**src/logic/led_pkg.sv**
```systemverilog
`default_nettype none

package led_pkg;

   // Driver geometry
   localparam int LEDS_PER_DRIVER    = 8;   // RGB LEDs on one TLC5951
   localparam int DRIVERS_PER_GROUP  = 2;   // Drivers chained on one serial lane
   localparam int GS_BITS_PER_DRIVER = 288; // Shift register length of one driver
   localparam int FRAME_BITS         = DRIVERS_PER_GROUP * GS_BITS_PER_DRIVER; // 576 per lane

   // Grayscale slot layout, 12 bits per colour
   localparam int COMP_BITS   = 8; // Stored pixel component
   localparam int GS_PAD_BITS = 4; // Zeros above the component

   // Configuration layout
   localparam int CFG_WORD_BITS = 16; // Incoming config word
   localparam int CFG_PAD_BITS  = 89; // Unused top bits of a driver's config frame
   localparam int DC_BITS       = 7;  // One dot-correction field

   // Address and counter widths
   localparam int PIX_ADDR_BITS = 9;  // Pixel number plus 2-bit colour sub-address
   localparam int CFG_ADDR_BITS = 9;
   localparam int CNT_BITS      = 10; // Enough for 0..575

   // Control states
   typedef enum logic [2:0] {
      IDLE,
      SHIFTING,
      GSLAT0,
      GSLAT1,
      GSLAT2,
      XBLINK
   } ctrl_state_t;

   // Dot-correction word, read two ways depending on address parity
   typedef union packed {
      struct packed {
         logic [CFG_WORD_BITS-2*DC_BITS-1:0] pad;   // 2 unused bits
         logic [DC_BITS-1:0]                 green;
         logic [DC_BITS-1:0]                 red;
      } rg;                                        // Even address
      struct packed {
         logic [CFG_WORD_BITS-DC_BITS-1:0]   pad;   // 9 unused bits
         logic [DC_BITS-1:0]                 blue;
      } b;                                         // Odd address
   } dc_word_u;

endpackage

`default_nettype wire

```
**src/logic/frame_ctrl_fsm.sv**
```systemverilog
`timescale 1ns/10ps
`default_nettype none

module frame_ctrl_fsm
   import led_pkg::*;
(
   input  logic        clk,
   input  logic        rst_n,
   input  logic        pixel_shift_start,  // One-cycle start strobes
   input  logic        config_shift_start,
   input  logic        last_bit,           // From the bit counter
   output ctrl_state_t state,
   output logic        load_gs,            // Load grayscale frame this cycle
   output logic        load_cfg,           // Load configuration frame this cycle
   output logic        ready,
   output logic        gslat,
   output logic        xblink,
   output logic        config_has_started
);

   ctrl_state_t next_state;

   // Starts only count in idle, config wins a tie
   assign load_cfg = (state == IDLE) && config_shift_start;
   assign load_gs  = (state == IDLE) && pixel_shift_start && !config_shift_start;

   assign ready = (state != SHIFTING); // Low for exactly the 576 shift cycles

   always_comb
   begin
      next_state = state;
      case (state)
         IDLE:
         begin
            if (load_cfg || load_gs)
               next_state = SHIFTING;
         end
         SHIFTING:
         begin
            if (last_bit)
               next_state = GSLAT0;
         end
         GSLAT0:  next_state = GSLAT1;
         GSLAT1:  next_state = GSLAT2;
         GSLAT2:  next_state = XBLINK;
         XBLINK:  next_state = IDLE;
         default: next_state = IDLE;
      endcase
   end

   // Strobes follow the next state so each lines up with its state cycle
   always_ff @(posedge clk or negedge rst_n)
   begin
      if (!rst_n)
      begin
         state              <= IDLE;
         gslat              <= 1'b0;
         xblink             <= 1'b0; // Drivers blanked until the first edge
         config_has_started <= 1'b0;
      end
      else
      begin
         state              <= next_state;
         config_has_started <= load_cfg;                // Single cycle after acceptance
         xblink             <= (next_state != XBLINK); // Blank one cycle after the pulse

         case (next_state)
            // gslat marks the frame type: high for config, low for grayscale
            SHIFTING: gslat <= (state == IDLE) ? load_cfg : gslat;
            GSLAT1:   gslat <= 1'b1; // The latch pulse itself
            default:  gslat <= 1'b0;
         endcase
      end
   end

endmodule

`default_nettype wire

```
**config.mk**
```make
export PLATFORM = sky130hd
export DESIGN_NAME = frame_ctrl_fsm
export DESIGN_NICKNAME = d
export VERILOG_FILES = /design/src/logic/led_pkg.sv /design/src/logic/frame_ctrl_fsm.sv
export SDC_FILE = /design/constraint.sdc
export NUM_CORES = 1
export LEC_CHECK = 0
export BUFFER_PORTS_ARGS = -buffer_cell sky130_fd_sc_hd__buf_2
export CORE_AREA = 10 10 47 49
export CTS_CLUSTER_SIZE = 24
export DETAILED_ROUTE_END_ITERATION = 8
export DIE_AREA = 0 0 57 59
export GPL_TIMING_DRIVEN = 1
export PLACE_DENSITY_LB_ADDON = 0.3
export REMOVE_ABC_BUFFERS = 1
export SYNTH_ARGS = -nofsm -noshare
export SYNTH_HDL_FRONTEND = slang
export SYNTH_SLANG_ARGS = --single-unit
```
**constraint.sdc**
```tcl
create_clock -name clk -period 1.3 [get_ports clk]
set_input_delay 0.065 -clock clk [delete_from_list [all_inputs] [get_ports clk]]
set_output_delay 0.065 -clock clk [all_outputs]
set_load 0.02 [all_outputs]
```
==> impl_metrics.ini <==
[outcome]
outcome = complete, but fails checks
violations = setup timing

[cells_and_area]
final_layout_size_suffix_gt1_share_pct = 63.04
nets = 53
area.growth.synth_to_final_pct = 62.03
antenna_diode_count = 0

[critical_path]
cp_cell_sequence = buf_6 > and4bb_2 > buf_6
worst_path_most_repeated_cell = buf_6
critical_path_class = reg -> out
critical_path.max_fanout = 7
max_stage_delay_ps = 460
timing.critical_path.buf_inv = 2
timing.critical_path.from_type = register
worstSetupEndpointType = output port
critPathArrivalTime_ps = 1240
crit_path_top_delay_cell = dfrtp_2
cp_data_required_time_ps = 1240
critical-path-top-delay-family = flip-flops

[min_path]
holdCritPathClass = in -> reg

[timing]
final_max_slew_viol_count = 0
fmax_ghz = 0.7648
hold_viol = 0
timing.setup.tns_ps = -7.669
hold_ws_ps = 115.2
rsz0062_at_grt = true
maxSlewHeadroom_pct = 81.64
final.period_utilization_pct = 100.6
worst_pin_slew_ps = 271.6
fin_worst_skew_ps = 0.8402
final.setup.worst_slack_ps = -7.488
final.min_clock_period_ps = 1307
setup_violations = 2

[synth]
synthesis.area_per_instance_um2 = 11.41
postSynthCellCount = 26
synth_sequential_area_ratio_pct = 50.63
mappedNetlistArea_um2 = 296.5
post_synthesis_cell_type_with_the_largest_combined_area = dfrtp_1
synth-warning-count = 0
synth.area.top_cells = dfrtp_1, nor4b_1, and4bb_2, buf_6, nand4bb_1
postSynthRegisterBits = 6
synth_edf_count = 0
synth_ff_type = dfrtp_1
yosys.cell_types.count = 18
synth_top_area_share_pct = 50.63
synthArstFlopShare_pct = 100.0

[global_route]
antenna_found_initial = 0
track_usage_pct = 4.993
overflow_left_after_global_routing = 0
grt_first_pass_wirelength_um = 1235
via_count_of_the_first_global_routing_pass = 285
largest_net_degree_at_the_start_of_global_routing = 9

[flow_run]
maxCapViolations = 0

[power]
post-layout-total-power_mw = 1.249
ir_drop_mv = 0.8390
power.leakage_nw = 0.2237
powerDensity_nw_per_um2 = 2599

[clocking]
cts_htree_levels = 1
clock-root-buffer = clkbuf_4
clock_sinks = 6
tritoncts_clock_tree = yes
clock_transition_time_at_the_flip_flop_clock_pins_of_the_worst_setup_and_hold_paths_ps = 50
cts_max_path_buffers = 2
clk-insertion-delay-late_ps = 240
cts_made_buffers = 3

[floorplanning]
die_width_um = 57
rows = 14
coreArea_um2 = 1401
floorplan.io_pins = 14
initial_utilization_pct = 21.16
chipHeight_um = 59
die_area_um2 = 3363

[route]
via_count = 284
routedWlPerCell_um = 13.42
drt_first_pass_iters = 4
initialDrtViolationCount = 3
drt-total-wl_um = 832
vias_per_cell = 4.581
postRouteAntennaNets = 0
drc_errors = 0

[placement]
port-buffer-count = 13
dp_worst_setup_slack_ps = 130.2
half_perimeter_wire_length_after_placement_um = 606.4
place.gp.congestion = 0.7098
## synthesized netlist by cell type (all sizes together), types with 2 or more instances
cell type,number
buf,3
a21oi,2
nor4b,2
dfrtp,6
or3b,2
## report_power, final
part | leakage, nW | switching, mW | internal (mW) | total [mW]
registers | 0.0692 | 0.107 | 0.269 | 0.377
logic | 0.141 | 0.328 | 0.369 | 0.698
clock network | 0.0138 | 0.0697 | 0.105 | 0.174
total | 0.224 | 0.506 | 0.743 | 1.25
## cells in the final DEF (no fill, tap or decap), drive strengths merged
cell type and count:
dfrtp 6, or3 1, buf 19, a21oi 2, nor2 1, o21ai 1, nand3b 1, nor4b 2
dlygate4sd3 1, nand4bb 1, nor3b 1, and4bb 1, or3b 2, a211o 1, clkbuf 3, nand2b 1
o21bai 1, nand2 1
## worst register-to-register path, cell delays in order, from the launching register on
cell,delay [ps]
dfrtp_2,440
buf_4,160
buf_4,140
nor4b_1,310
a211o_1,140
## path summary, 6_finish.rpt
| kind | start | endpoint | slack (ps) | cells after the start |
|---|---|---|---|---|
| max | state[2] | load_gs | -7 | 3 |
| min | config_shift_start | config_has_started | 120 | 2 |
| max reg2reg | state[1] | state[0] | 60 | 4 |
| min reg2reg | state[1] | config_has_started | 520 | 1 |
| max in group asynchronous | rst_n | state[2] | 970 | 2 |
| min in group asynchronous | rst_n | config_has_started | 170 | 2 |
## registers in the layout, indices dropped and copies added (netlist names)
signal,count
xblink,1
config_has_started,1
state,3
gslat,1
## layer usage
layer  vias up  global-route usage (%)  wire length, µm
met5         -                       0                0
met4         0                   7.047               36
met3         4                   2.361               84
met2        14                   6.202              348
met1       129                   5.174              362
li1        137                       -                -
## through the flow
stage               utilization, %  cell area, µm²  std cells
detailed placement           27.32           382.9         55
floorplan                        -           275.3         23
global placement             27.32           382.9         55
global route                 34.29           480.5         62
CTS                          32.95           461.7         61
finish                       34.29           480.5         62
## repair_timing
item,4_1_cts,5_1_grt
endpoints found under the hold margin,6,0
resized for setup,11,2
gates cloned,0,0
endpoints found under the setup margin,3,3
hold buffers,1,0
buffers inserted,2,1
pin swaps,0,1
## logic make-up (layout without fill, tap and decap cells)
group	Yosys count	count (layout)	synth area share (%)
and+or+nand+nor	12	12	31.65
DFF	6	6	50.63
AOI/OAI and AO/OA	5	5	10.55
buffers and inverters	3	23	7.173
## layout make-up
class,instances,area [µm²]
Sequential cell,6,153.9
Fill cell,160,920.9
Timing Repair Buffer,20,138.9
Multi-Input combinational cell,17,145.1
Tap cell,16,20.02
Clock buffer,3,22.52
Note: power is estimated with default switching activity, not from simulation.
