[src/logic/led_pkg.sv]
`default_nettype none

package led_pkg;

   // Driver geometry
   localparam int LEDS_PER_DRIVER    = 8;   // RGB LEDs on one TLC5951
   localparam int DRIVERS_PER_GROUP  = 2;   // Drivers chained on one serial lane
   localparam int GS_BITS_PER_DRIVER = 288; // Shift register length of one driver
   localparam int FRAME_BITS         = DRIVERS_PER_GROUP * GS_BITS_PER_DRIVER; // 576 per lane

   // Grayscale slot layout, 12 bits per colour
   localparam int COMP_BITS   = 8; // Stored pixel component
   localparam int GS_PAD_BITS = 4; // Zeros above the component

   // Configuration layout
   localparam int CFG_WORD_BITS = 16; // Incoming config word
   localparam int CFG_PAD_BITS  = 89; // Unused top bits of a driver's config frame
   localparam int DC_BITS       = 7;  // One dot-correction field

   // Address and counter widths
   localparam int PIX_ADDR_BITS = 9;  // Pixel number plus 2-bit colour sub-address
   localparam int CFG_ADDR_BITS = 9;
   localparam int CNT_BITS      = 10; // Enough for 0..575

   // Control states
   typedef enum logic [2:0] {
      IDLE,
      SHIFTING,
      GSLAT0,
      GSLAT1,
      GSLAT2,
      XBLINK
   } ctrl_state_t;

   // Dot-correction word, read two ways depending on address parity
   typedef union packed {
      struct packed {
         logic [CFG_WORD_BITS-2*DC_BITS-1:0] pad;   // 2 unused bits
         logic [DC_BITS-1:0]                 green;
         logic [DC_BITS-1:0]                 red;
      } rg;                                        // Even address
      struct packed {
         logic [CFG_WORD_BITS-DC_BITS-1:0]   pad;   // 9 unused bits
         logic [DC_BITS-1:0]                 blue;
      } b;                                         // Odd address
   } dc_word_u;

endpackage

`default_nettype wire

[src/logic/shift_bit_counter.sv]
`timescale 1ns/10ps
`default_nettype none

module shift_bit_counter
   import led_pkg::*;
(
   input  logic        clk,
   input  logic        rst_n,
   input  ctrl_state_t state,
   output logic        last_bit  // High on the final bit of a frame
);

   logic [CNT_BITS-1:0] bit_cnt; // Bits already shifted in this frame

   always_ff @(posedge clk or negedge rst_n)
   begin
      if (!rst_n)
         bit_cnt <= '0;
      else if (state != SHIFTING)
         bit_cnt <= '0;             // Ready for the next frame
      else
         bit_cnt <= bit_cnt + 1'b1; // One bit per shifting cycle
   end

   // Count 575 is the 576th shifting cycle
   assign last_bit = (state == SHIFTING) && (bit_cnt == CNT_BITS'(FRAME_BITS - 1));

endmodule

`default_nettype wire

[config.mk]
export PLATFORM = sky130hd
export DESIGN_NAME = shift_bit_counter
export DESIGN_NICKNAME = d
export VERILOG_FILES = /design/src/logic/led_pkg.sv /design/src/logic/shift_bit_counter.sv
export SDC_FILE = /design/constraint.sdc
export NUM_CORES = 1
export LEC_CHECK = 0
export BUFFER_PORTS_ARGS = -buffer_cell sky130_fd_sc_hd__clkbuf_2
export CORE_AREA = 2 2 44 46
export CTS_CLUSTER_SIZE = 30
export DETAILED_ROUTE_END_ITERATION = 7
export DIE_AREA = 0 0 46 48
export REMOVE_ABC_BUFFERS = 1
export SYNTH_ARGS = -nofsm -noshare
export SYNTH_HDL_FRONTEND = slang
export SYNTH_SLANG_ARGS = --single-unit
[constraint.sdc]
create_clock -name clk -period 1.5 [get_ports clk]
set_clock_uncertainty 0.2 [all_clocks]
set_input_delay 0.15 -clock clk [delete_from_list [all_inputs] [get_ports clk]]
set_output_delay 0.15 -clock clk [all_outputs]
set_load 0.02 [all_outputs]
==> metrics.txt, run 1 <==
outcome=complete, but fails checks; failing checks=negative setup slack; fin crit share=1.23; Area Growth Syn to Fin=49.2%; Antenna Cells=0; max-slew violation count=0; DRT Wirelength=1.18 mm; Slew headroom=0.806; Post-Syn Area=498 sq um; CTS tree=done; initial detailed-routing violation count=4; post-synth top area cell=dfrtp_1; most common cell after layout, fill and taps aside=buf_4; CP Class=reg -> out; synth warn=0; overall die height=48 microns; vias in the first global route=447; htree depth=1; initial antenna violation count=0; RePlAce Congestion=0.740; biggest regs=bit_cnt: 10 flops; Worst setup EP type=output port; crit start category=flip-flop; Slew @ Worst Pin=0.288 ns; root buf cell=clkbuf_4; worst ir drop on vdd=0.299 mV; grt total ovfl=0; die footprint=0.00221 sq mm; DRT Pass-1 Iters=4; path depth of the worst reg2reg path=4; standard cell core area=0.00169 sq mm; Mapped Cells=48; CTS buffer count=3; Seq/Total Area, Yosys=0.503; critical path required time=1.15 ns; worst setup margin=-0.344 ns; Worst Hold Depth=4; Port Buf Inserts=5; fin cells=90; clock network latency to the later pin of the worst-skew pair=0.27 ns; CTS clk-pin slew, worst paths=0.06 ns; first-pass GRT wire length=1.80 mm; num rows=15; routed via count=474; Overall Global Routing Usage=0.124; Final HPWL DP=824 microns; via/cell ratio=5.27; setup_tns=-0.420 ns; worst slack, placed=-0.307 ns; post-placement cell count=83; WP data arrival=1.49 ns; Largest register FFs=10; detail-routed net length per standard cell=13.1 microns; CTS Buffer Depth=2; largest net degree at the start of global routing=11; Final ANT Viol Nets=0; share of the synthesized area in the top cell type=0.503; RSZ-0062 raised after global routing=yes; share of cells above drive strength 1=0.466; Reg2Reg Setup Slack=-0.05 ns; Hold Path Class=in -> reg; die outline width=46 microns; Top reg by flops=bit_cnt; Yosys reg bits=10; synth top area cells=dfrtp_1, nand4_4, a21oi_1; final hold viol count=0; Initial Utilization=0.295; Sink Count=10; Mean Syn Cell Area=10.4 sq um; maximum clock frequency=542 MHz; Max Cap Viol=0; final setup vio count=3; crit-path max FO=2; Final #Nets=81; total power=486 uW; Power Density=654 mW/mm^2; Ports=6; Tmin final=1.84 ns; leak pwr=0.000337 uW; DRC errors left=0; unique cell type count in the Yosys netlist=23; most frequent cells in the layout=buf_4, dfrtp_1, nor2_1
==> area by class of cell <==
type / instances / area [sq um]
flip-flops and latches: 10 / 250
inverters: 2 / 7.51
well taps: 17 / 21.3
clock buffers: 3 / 22.5
multi-input cells: 36 / 282
repair buffers: 22 / 160
fillers: 170 / 946
==> metal layers <==
metal  track usage  vias up  wire (microns)
li1              -      228               -
met5             0        -               0
met2         0.200       10             584
met4        0.0857        0              29
met1         0.142      232             521
met3        0.0340        4              42
==> final timing paths <==
| kind | endpoint | start |
|---|---|---|
| max | last_bit | bit_cnt[6] |
| min | bit_cnt[7] | state[1] |
| max reg2reg | bit_cnt[8] | bit_cnt[1] |
| min reg2reg | bit_cnt[0] | bit_cnt[0] |
| max in group asynchronous | bit_cnt[8] | rst_n |
| min in group asynchronous | bit_cnt[0] | rst_n |
==> report_power, final <==
group	leakage, uW	total, uW	internal, uW	switching, uW
registers	0.000139	272	271	0.702
logic	0.000184	29.1	13.2	15.9
clock network	0.0000138	185	92.8	92.3
==> worst max-delay path, stage by stage, from the launching register on <==
cell and delay, ns:
dfrtp_1 0.37, or4b_4 0.55, nor4_4 0.14, buf_4 0.17
==> kinds of logic after synthesis <==
| group | count (synthesis) | synth area share |
|---|---|---|
| XOR/XNOR | 3 | 0.0528 |
| buffers and inverters | 2 | 0.0151 |
| adder cells (fa/ha/maj) | 1 | 0.0251 |
| AO/OA/AOI/OAI | 10 | 0.126 |
| flip-flops | 10 | 0.503 |
| AND/OR/NAND/NOR | 22 | 0.279 |
==> timing repair <==
item,CTS,global route
pin swaps,4,3
gates resized for setup,6,6
setup endpoints to repair,3,5
setup buffers,1,1
hold endpoints to repair,11,0
hold buffers,2,0
==> synthesized netlist by cell type <==
cell,count
or4_1,2
and2_1,1
nor4_1,1
ha_1,1
nand2_1,2
nand3_1,4
xnor2_1,1
nor2_1,5
nor3b_1,1
or3_2,1
nand2b_1,1
o311ai_0,1
nand2_2,1
o41ai_1,1
or4b_2,1
or3_1,1
o21ai_0,2
o31ai_1,2
inv_1,2
a21oi_1,4
dfrtp_1,10
xor2_1,2
nand4_4,1
==> per-stage QoR <==
stage | cell area (sq um) | util | hold WS, ns
2_1_floorplan | 498 | - | -0.346
3_3_place_gp | 642 | 0.380 | -0.168
3_5_place_dp | 642 | 0.380 | -0.167
4_1_cts | 707 | 0.419 | 0.000511
5_1_grt | 743 | 0.440 | 0.00520
6_report | 743 | 0.440 | 0.00471
(Power assumes the default switching activity.)
==> run 2: changes to the inputs <==
Settings changed: RECOVER_POWER from default to 25, REMOVE_ABC_BUFFERS 1 to default.
==> metrics.txt, run 2 (same netlist as run 1, synthesis figures left out) <==
DRT Wirelength=1.28 mm (+8.9%); Port Buf Inserts=5 (unchanged); Sink Count=10 (unchanged); failing checks=negative setup slack; Final #Nets=83 (+2.5%); grt total ovfl=0 (unchanged); initial antenna violation count=0 (unchanged); CTS buffer count=3 (unchanged); final hold viol count=0 (unchanged); Top reg by flops=bit_cnt; setup_tns=-0.466 ns (-0.0458 ns); leak pwr=0.000357 uW (+5.9%); Final ANT Viol Nets=0 (unchanged); biggest regs=bit_cnt: 10 flops; outcome=complete, but fails checks; worst ir drop on vdd=0.317 mV (+6.1%); WP data arrival=1.51 ns (+0.02 ns); RePlAce Congestion=0.829 (+12%); Largest register FFs=10 (unchanged); RSZ-0062 raised after global routing=yes; maximum clock frequency=537 MHz (-0.96%); num rows=15 (unchanged); largest net degree at the start of global routing=11 (unchanged); Worst setup EP type=output port; Final HPWL DP=869 microns (+5.5%); vias in the first global route=461 (+3.1%); fin crit share=1.24 (+0.0120); fillers=166 (-2.4%); most frequent cells in the layout=buf_4, dfrtp_1, nor2_1; share of cells above drive strength 1=0.526 (+0.0606); worst setup margin=-0.362 ns (-0.0179 ns); Max Cap Viol=0 (unchanged); root buf cell=clkbuf_4; crit-path max FO=2 (unchanged); Ports=6 (unchanged); via/cell ratio=5.13 (-2.6%); routed via count=477 (+0.63%); critical path required time=1.15 ns (about the same); Hold Path Class=in -> reg; Slew headroom=0.620 (-0.187); CTS clk-pin slew, worst paths=0.07 ns (about the same); CTS Buffer Depth=2 (unchanged); CTS tree=done; crit start category=flip-flop; Initial Utilization=0.295 (unchanged); DRT Pass-1 Iters=4 (unchanged); initial detailed-routing violation count=19 (+15); die outline width=46 microns (unchanged); final setup vio count=2 (-1); Area Growth Syn to Fin=58.3%; htree depth=1 (unchanged); Antenna Cells=0 (unchanged); clock network latency to the later pin of the worst-skew pair=0.27 ns (about the same); Tmin final=1.86 ns (+0.0179 ns); Power Density=697 mW/mm^2 (+6.7%); CP Class=reg -> out; post-synthesis net count=54; standard cell core area=0.00169 sq mm (unchanged); die footprint=0.00221 sq mm (unchanged); Slew @ Worst Pin=0.571 ns (+0.283 ns); DRC errors left=0 (unchanged); Overall Global Routing Usage=0.131 (+0.00742); max-slew violation count=0 (unchanged); detail-routed net length per standard cell=13.8 microns (+5.4%); post-layout util=0.467 (+0.0267); most common cell after layout, fill and taps aside=buf_4; overall die height=48 microns (unchanged); first-pass GRT wire length=1.91 mm (+6.2%)
==> run 2: worst paths after layout <==
kind                             from  cells past startpoint    endpoint  slack, ns
min in group asynchronous       rst_n                      2  bit_cnt[2]       0.18
setup / recovery           bit_cnt[8]                      3    last_bit      -0.36
hold reg to reg            bit_cnt[0]                      2  bit_cnt[0]       0.37
max in group asynchronous       rst_n                      2  bit_cnt[9]       0.55
hold / removal               state[2]                      4  bit_cnt[7]       0.02
setup reg to reg           bit_cnt[3]                      4  bit_cnt[9]      -0.10
==> run 2: per-stage QoR <==
| stage | power [uW] | area, sq um | std cells | hold slack, ns | setup WS, ns |
|---|---|---|---|---|---|
| 4_1_cts | 549 | 753 | 92 | -0.00418 | -0.379 |
| 2_1_floorplan | 284 | 519 | 48 | -0.346 | -0.125 |
| 6_report | 550 | 788 | 93 | 0.0189 | -0.362 |
| 3_5_place_dp | 299 | 656 | 82 | -0.164 | -0.170 |
| 5_1_grt | 571 | 788 | 93 | 0.0399 | -0.391 |
| 3_3_place_gp | 298 | 656 | 82 | -0.171 | -0.141 |
==> run 2: routing by layer <==
metal | wire, microns | vias to the layer above | share of wire | global-route usage
met5 | 0 | - | 0 | 0
met4 | 38 | 0 | 0.030 | 0.0800
met3 | 57 | 4 | 0.044 | 0.0528
met2 | 674 | 14 | 0.53 | 0.219
met1 | 512 | 225 | 0.40 | 0.138
li1 | - | 234 | - | -
==> run 2: critical path: stages, from the launching register on <==
cell     delay, ns
dfrtp_1       0.39
or4b_4        0.55
nor4_4        0.13
buf_4         0.17
==> run 2: area by class of cell <==
type	instances	area [sq um]	share of cell area
Tap cell	17	21.3	0.0270
Sequential cell	10	250	0.317
Multi-Input combinational cell	36	294	0.373
Clock buffer	4	36.3	0.0460
Inverter	2	7.51	0.00952
Timing Repair Buffer	24	179	0.227
==> run 2: where the power goes <==
group          total [uW]  switching (uW)  leakage, uW  internal (uW)
registers             272           0.798     0.000139            271
clock network         251             104    0.0000210            148
logic                26.8            16.1     0.000197           10.7
total                 550             121     0.000357            429
==> run 2: timing repair <==
action	4_1_cts	5_1_grt
buffers inserted	5	5
hold buffers	1	0
pin swaps	3	8
resized for setup	4	9
hold endpoints to repair	11	0
endpoints found under the setup margin	3	6
==> run 3: changes to the inputs <==
Settings changed: ABC_AREA from default to 1, CORE_AREA 2 2 44 46 to 2 2 46 48, DIE_AREA 0 0 46 48 to 0 0 48 50.
==> metrics.txt, run 3 <==
htree depth=1 (unchanged); number of synthesized flops with an enable pin=0 (unchanged); outcome=complete, but fails checks; Worst Hold End=bit_cnt[1]; die outline width=48 microns (+4.3%); most common cell in the synthesized netlist=nor2_1; overall die height=50 microns (+4.2%); root buf cell=clkbuf_4; Main synth FF type=dfrtp_1; Port Buf Inserts=5 (unchanged); CTS Buffer Depth=2 (unchanged); initial detailed-routing violation count=4 (-15); worst ir drop on vdd=0.390 mV (+23%); Ports=6 (unchanged); footprint of the multi-input gates=270 sq um (-8.1%); leak pwr=0.000294 uW (-18%); unique cell type count in the Yosys netlist=17 (-26%); Worst R2R End=bit_cnt[8]; RSZ-0062 raised after global routing=yes; Area Growth Syn to Fin=30.5%; Mapped Cells=65 (+35%); via/cell ratio=4.25 (-17%); detail-routed net length per standard cell=9.38 microns (-32%); final hold viol count=0 (unchanged); crit-path max FO=2 (unchanged); Sink Count=10 (unchanged); critical-path cell list=ha_2 > nand2_2 > inv_2 > nand2_2 > nor3_2 > buf_4; WP data arrival=1.24 ns (-0.27 ns); DRT Pass-1 Iters=4 (unchanged); Mean Syn Cell Area=8.20 sq um (-21%); CTS tree=done; Slew headroom=0.643 (+0.0238); RePlAce Congestion=0.769 (-7.3%); share of cells above drive strength 1=0.346 (-0.181); Critical R2R Launch=bit_cnt[1]; Most common cell on crit path=nand2_2; worst setup margin=-0.0881 ns (+0.274 ns); most frequent cells in the layout=nor2_1, nand2_1, dfrtp_1; num rows=16 (+1); Hold Path Class=in -> reg; share of the synthesized area in the top cell type=0.469 (-0.0330); Seq/Total Area, Yosys=0.469 (-0.0330); Largest register FFs=10 (unchanged); routed via count=459 (-3.8%); final setup vio count=1 (-1); Worst Hold Depth=4 (unchanged); Slew @ Worst Pin=0.535 ns (-0.0358 ns); Overall Global Routing Usage=0.110 (-0.0210); hold path start=state[1]; DRT Wirelength=1.01 mm (-21%); max-slew violation count=0 (unchanged); Min Hold Slack=0.000874 ns (-0.0180 ns); vias in the first global route=433 (-6.1%); CTS clk-pin slew, worst paths=0.06 ns (about the same); critical path required time=1.15 ns (about the same); failing checks=negative setup slack; Power Density=688 mW/mm^2 (-1.4%); Crit. path cell count=6 (+3); setup_tns=-0.0881 ns (+0.378 ns); CP bufs+invs=2 (+1); slowest stage cell, crit path=dfrtp_1; Tmin final=1.59 ns (-0.274 ns); Reg2Reg Setup Slack=0.15 ns (+0.25 ns); Top reg by flops=bit_cnt; fin crit share=1.06 (-0.182); largest net degree at the start of global routing=11 (unchanged); Final HPWL DP=770 microns (-11%); Post-Syn Area=533 sq um (+7.0%); ys async rst share=1.00 (unchanged); most frequent cells after synthesis=nor2_1, nand2_1, dfrtp_1; path depth of the worst reg2reg path=7 (+3); first-pass GRT wire length=1.80 mm (-5.8%); most common cell after layout, fill and taps aside=nor2_1; Antenna Cells=0 (unchanged); biggest regs=bit_cnt: 10 flops; FF+latch area=250 sq um (unchanged); initial antenna violation count=0 (unchanged); synth warn=0 (unchanged); grt total ovfl=0 (unchanged); die footprint=0.00240 sq mm (+8.7%); Yosys reg bits=10 (unchanged); Initial Utilization=0.280 (-0.0146); Max Cap Viol=0 (unchanged); CP Class=reg -> out; DRC errors left=0 (unchanged); clock network latency to the later pin of the worst-skew pair=0.26 ns (about the same); maximum clock frequency=630 MHz (+17%); post-synthesis net count=71 (+31%); fin cells=108 (+16%); synth top area cells=dfrtp_1, nor2_1, nand2_1; Final ANT Viol Nets=0 (unchanged); post-layout util=0.366 (-0.101); post-placement cell count=101 (+23%); CP peak stage delay=0.35 ns (-0.20 ns); Final #Nets=89 (+7.2%); CTS buffer count=3 (unchanged); standard cell core area=0.00190 sq mm (+13%); fillers=205 (+23%); crit-path leading delay family=flip-flops; crit start category=flip-flop; Worst setup EP type=output port; post-synth top area cell=dfrtp_1
run 3: cell type report:
| cell class | count | area share |
|---|---|---|
| multi-input cells | 47 | 0.388 |
| repair buffers | 13 | 0.128 |
| clock buffers | 3 | 0.0324 |
| flip-flops and latches | 10 | 0.360 |
| well taps | 27 | 0.0486 |
| inverters | 8 | 0.0432 |
run 3: worst reg2reg max path: cells and delay by family (launching register included):
family / cells / cell delay [ns]
adders and majority gates: 1 / 0.20
DFF: 1 / 0.35
buffers and inverters: 1 / 0.15
and+or+nand+nor: 5 / 0.35
run 3: power breakdown:
group / switching [uW] / internal (uW) / leakage, uW
combinational: 16.6 / 12.3 / 0.000141
sequential: 0.806 / 271 / 0.000139
clock: 85.3 / 92.4 / 0.0000138
total: 103 / 376 / 0.000294
run 3: worst max path at each step:
stage	startpoint	to	slack, ns
3_3_place_gp	bit_cnt[1]	last_bit	0.11
2_1_floorplan	bit_cnt[0]	last_bit	0.05
5_1_grt	bit_cnt[4]	last_bit	-0.17
3_5_place_dp	bit_cnt[1]	last_bit	0.04
4_1_cts	bit_cnt[1]	last_bit	-0.12
6_report	bit_cnt[1]	last_bit	-0.09
run 3: logic make-up (layout without fill, tap and decap cells):
logic type      after synthesis  count (layout)  share of synthesized area
simple gates                 37              37                      0.362
buf+inv                       8              24                     0.0563
flops                        10              10                      0.469
fa+ha+maj                     1               1                     0.0235
compound gates                9               9                     0.0892
run 3: stage by stage:
step           power (uW)  area [sq um]  setup slack (ns)
4_1_cts               488           684            -0.125
3_3_place_gp          304           622             0.106
5_1_grt               503           696            -0.172
6_report              478           696           -0.0881
3_5_place_dp          304           622            0.0365
2_1_floorplan         287           533            0.0496
run 3: routing by layer:
layer  part of all wire  routed length, microns  up-vias  global-route usage
met3              0.038                      38        2              0.0549
li1                   -                       -      239                   -
met4              0.019                      19        0              0.0541
met5                  0                       0        -                   0
met2               0.49                     496        9               0.160
met1               0.45                     459      209               0.130
run 3: timing repair:
action                                 CTS  global route
buffers inserted                         3             1
resized for setup                        3             4
setup endpoints to repair                1             2
hold buffers                             1             0
endpoints found under the hold margin   10             0
pin swaps                                2             3
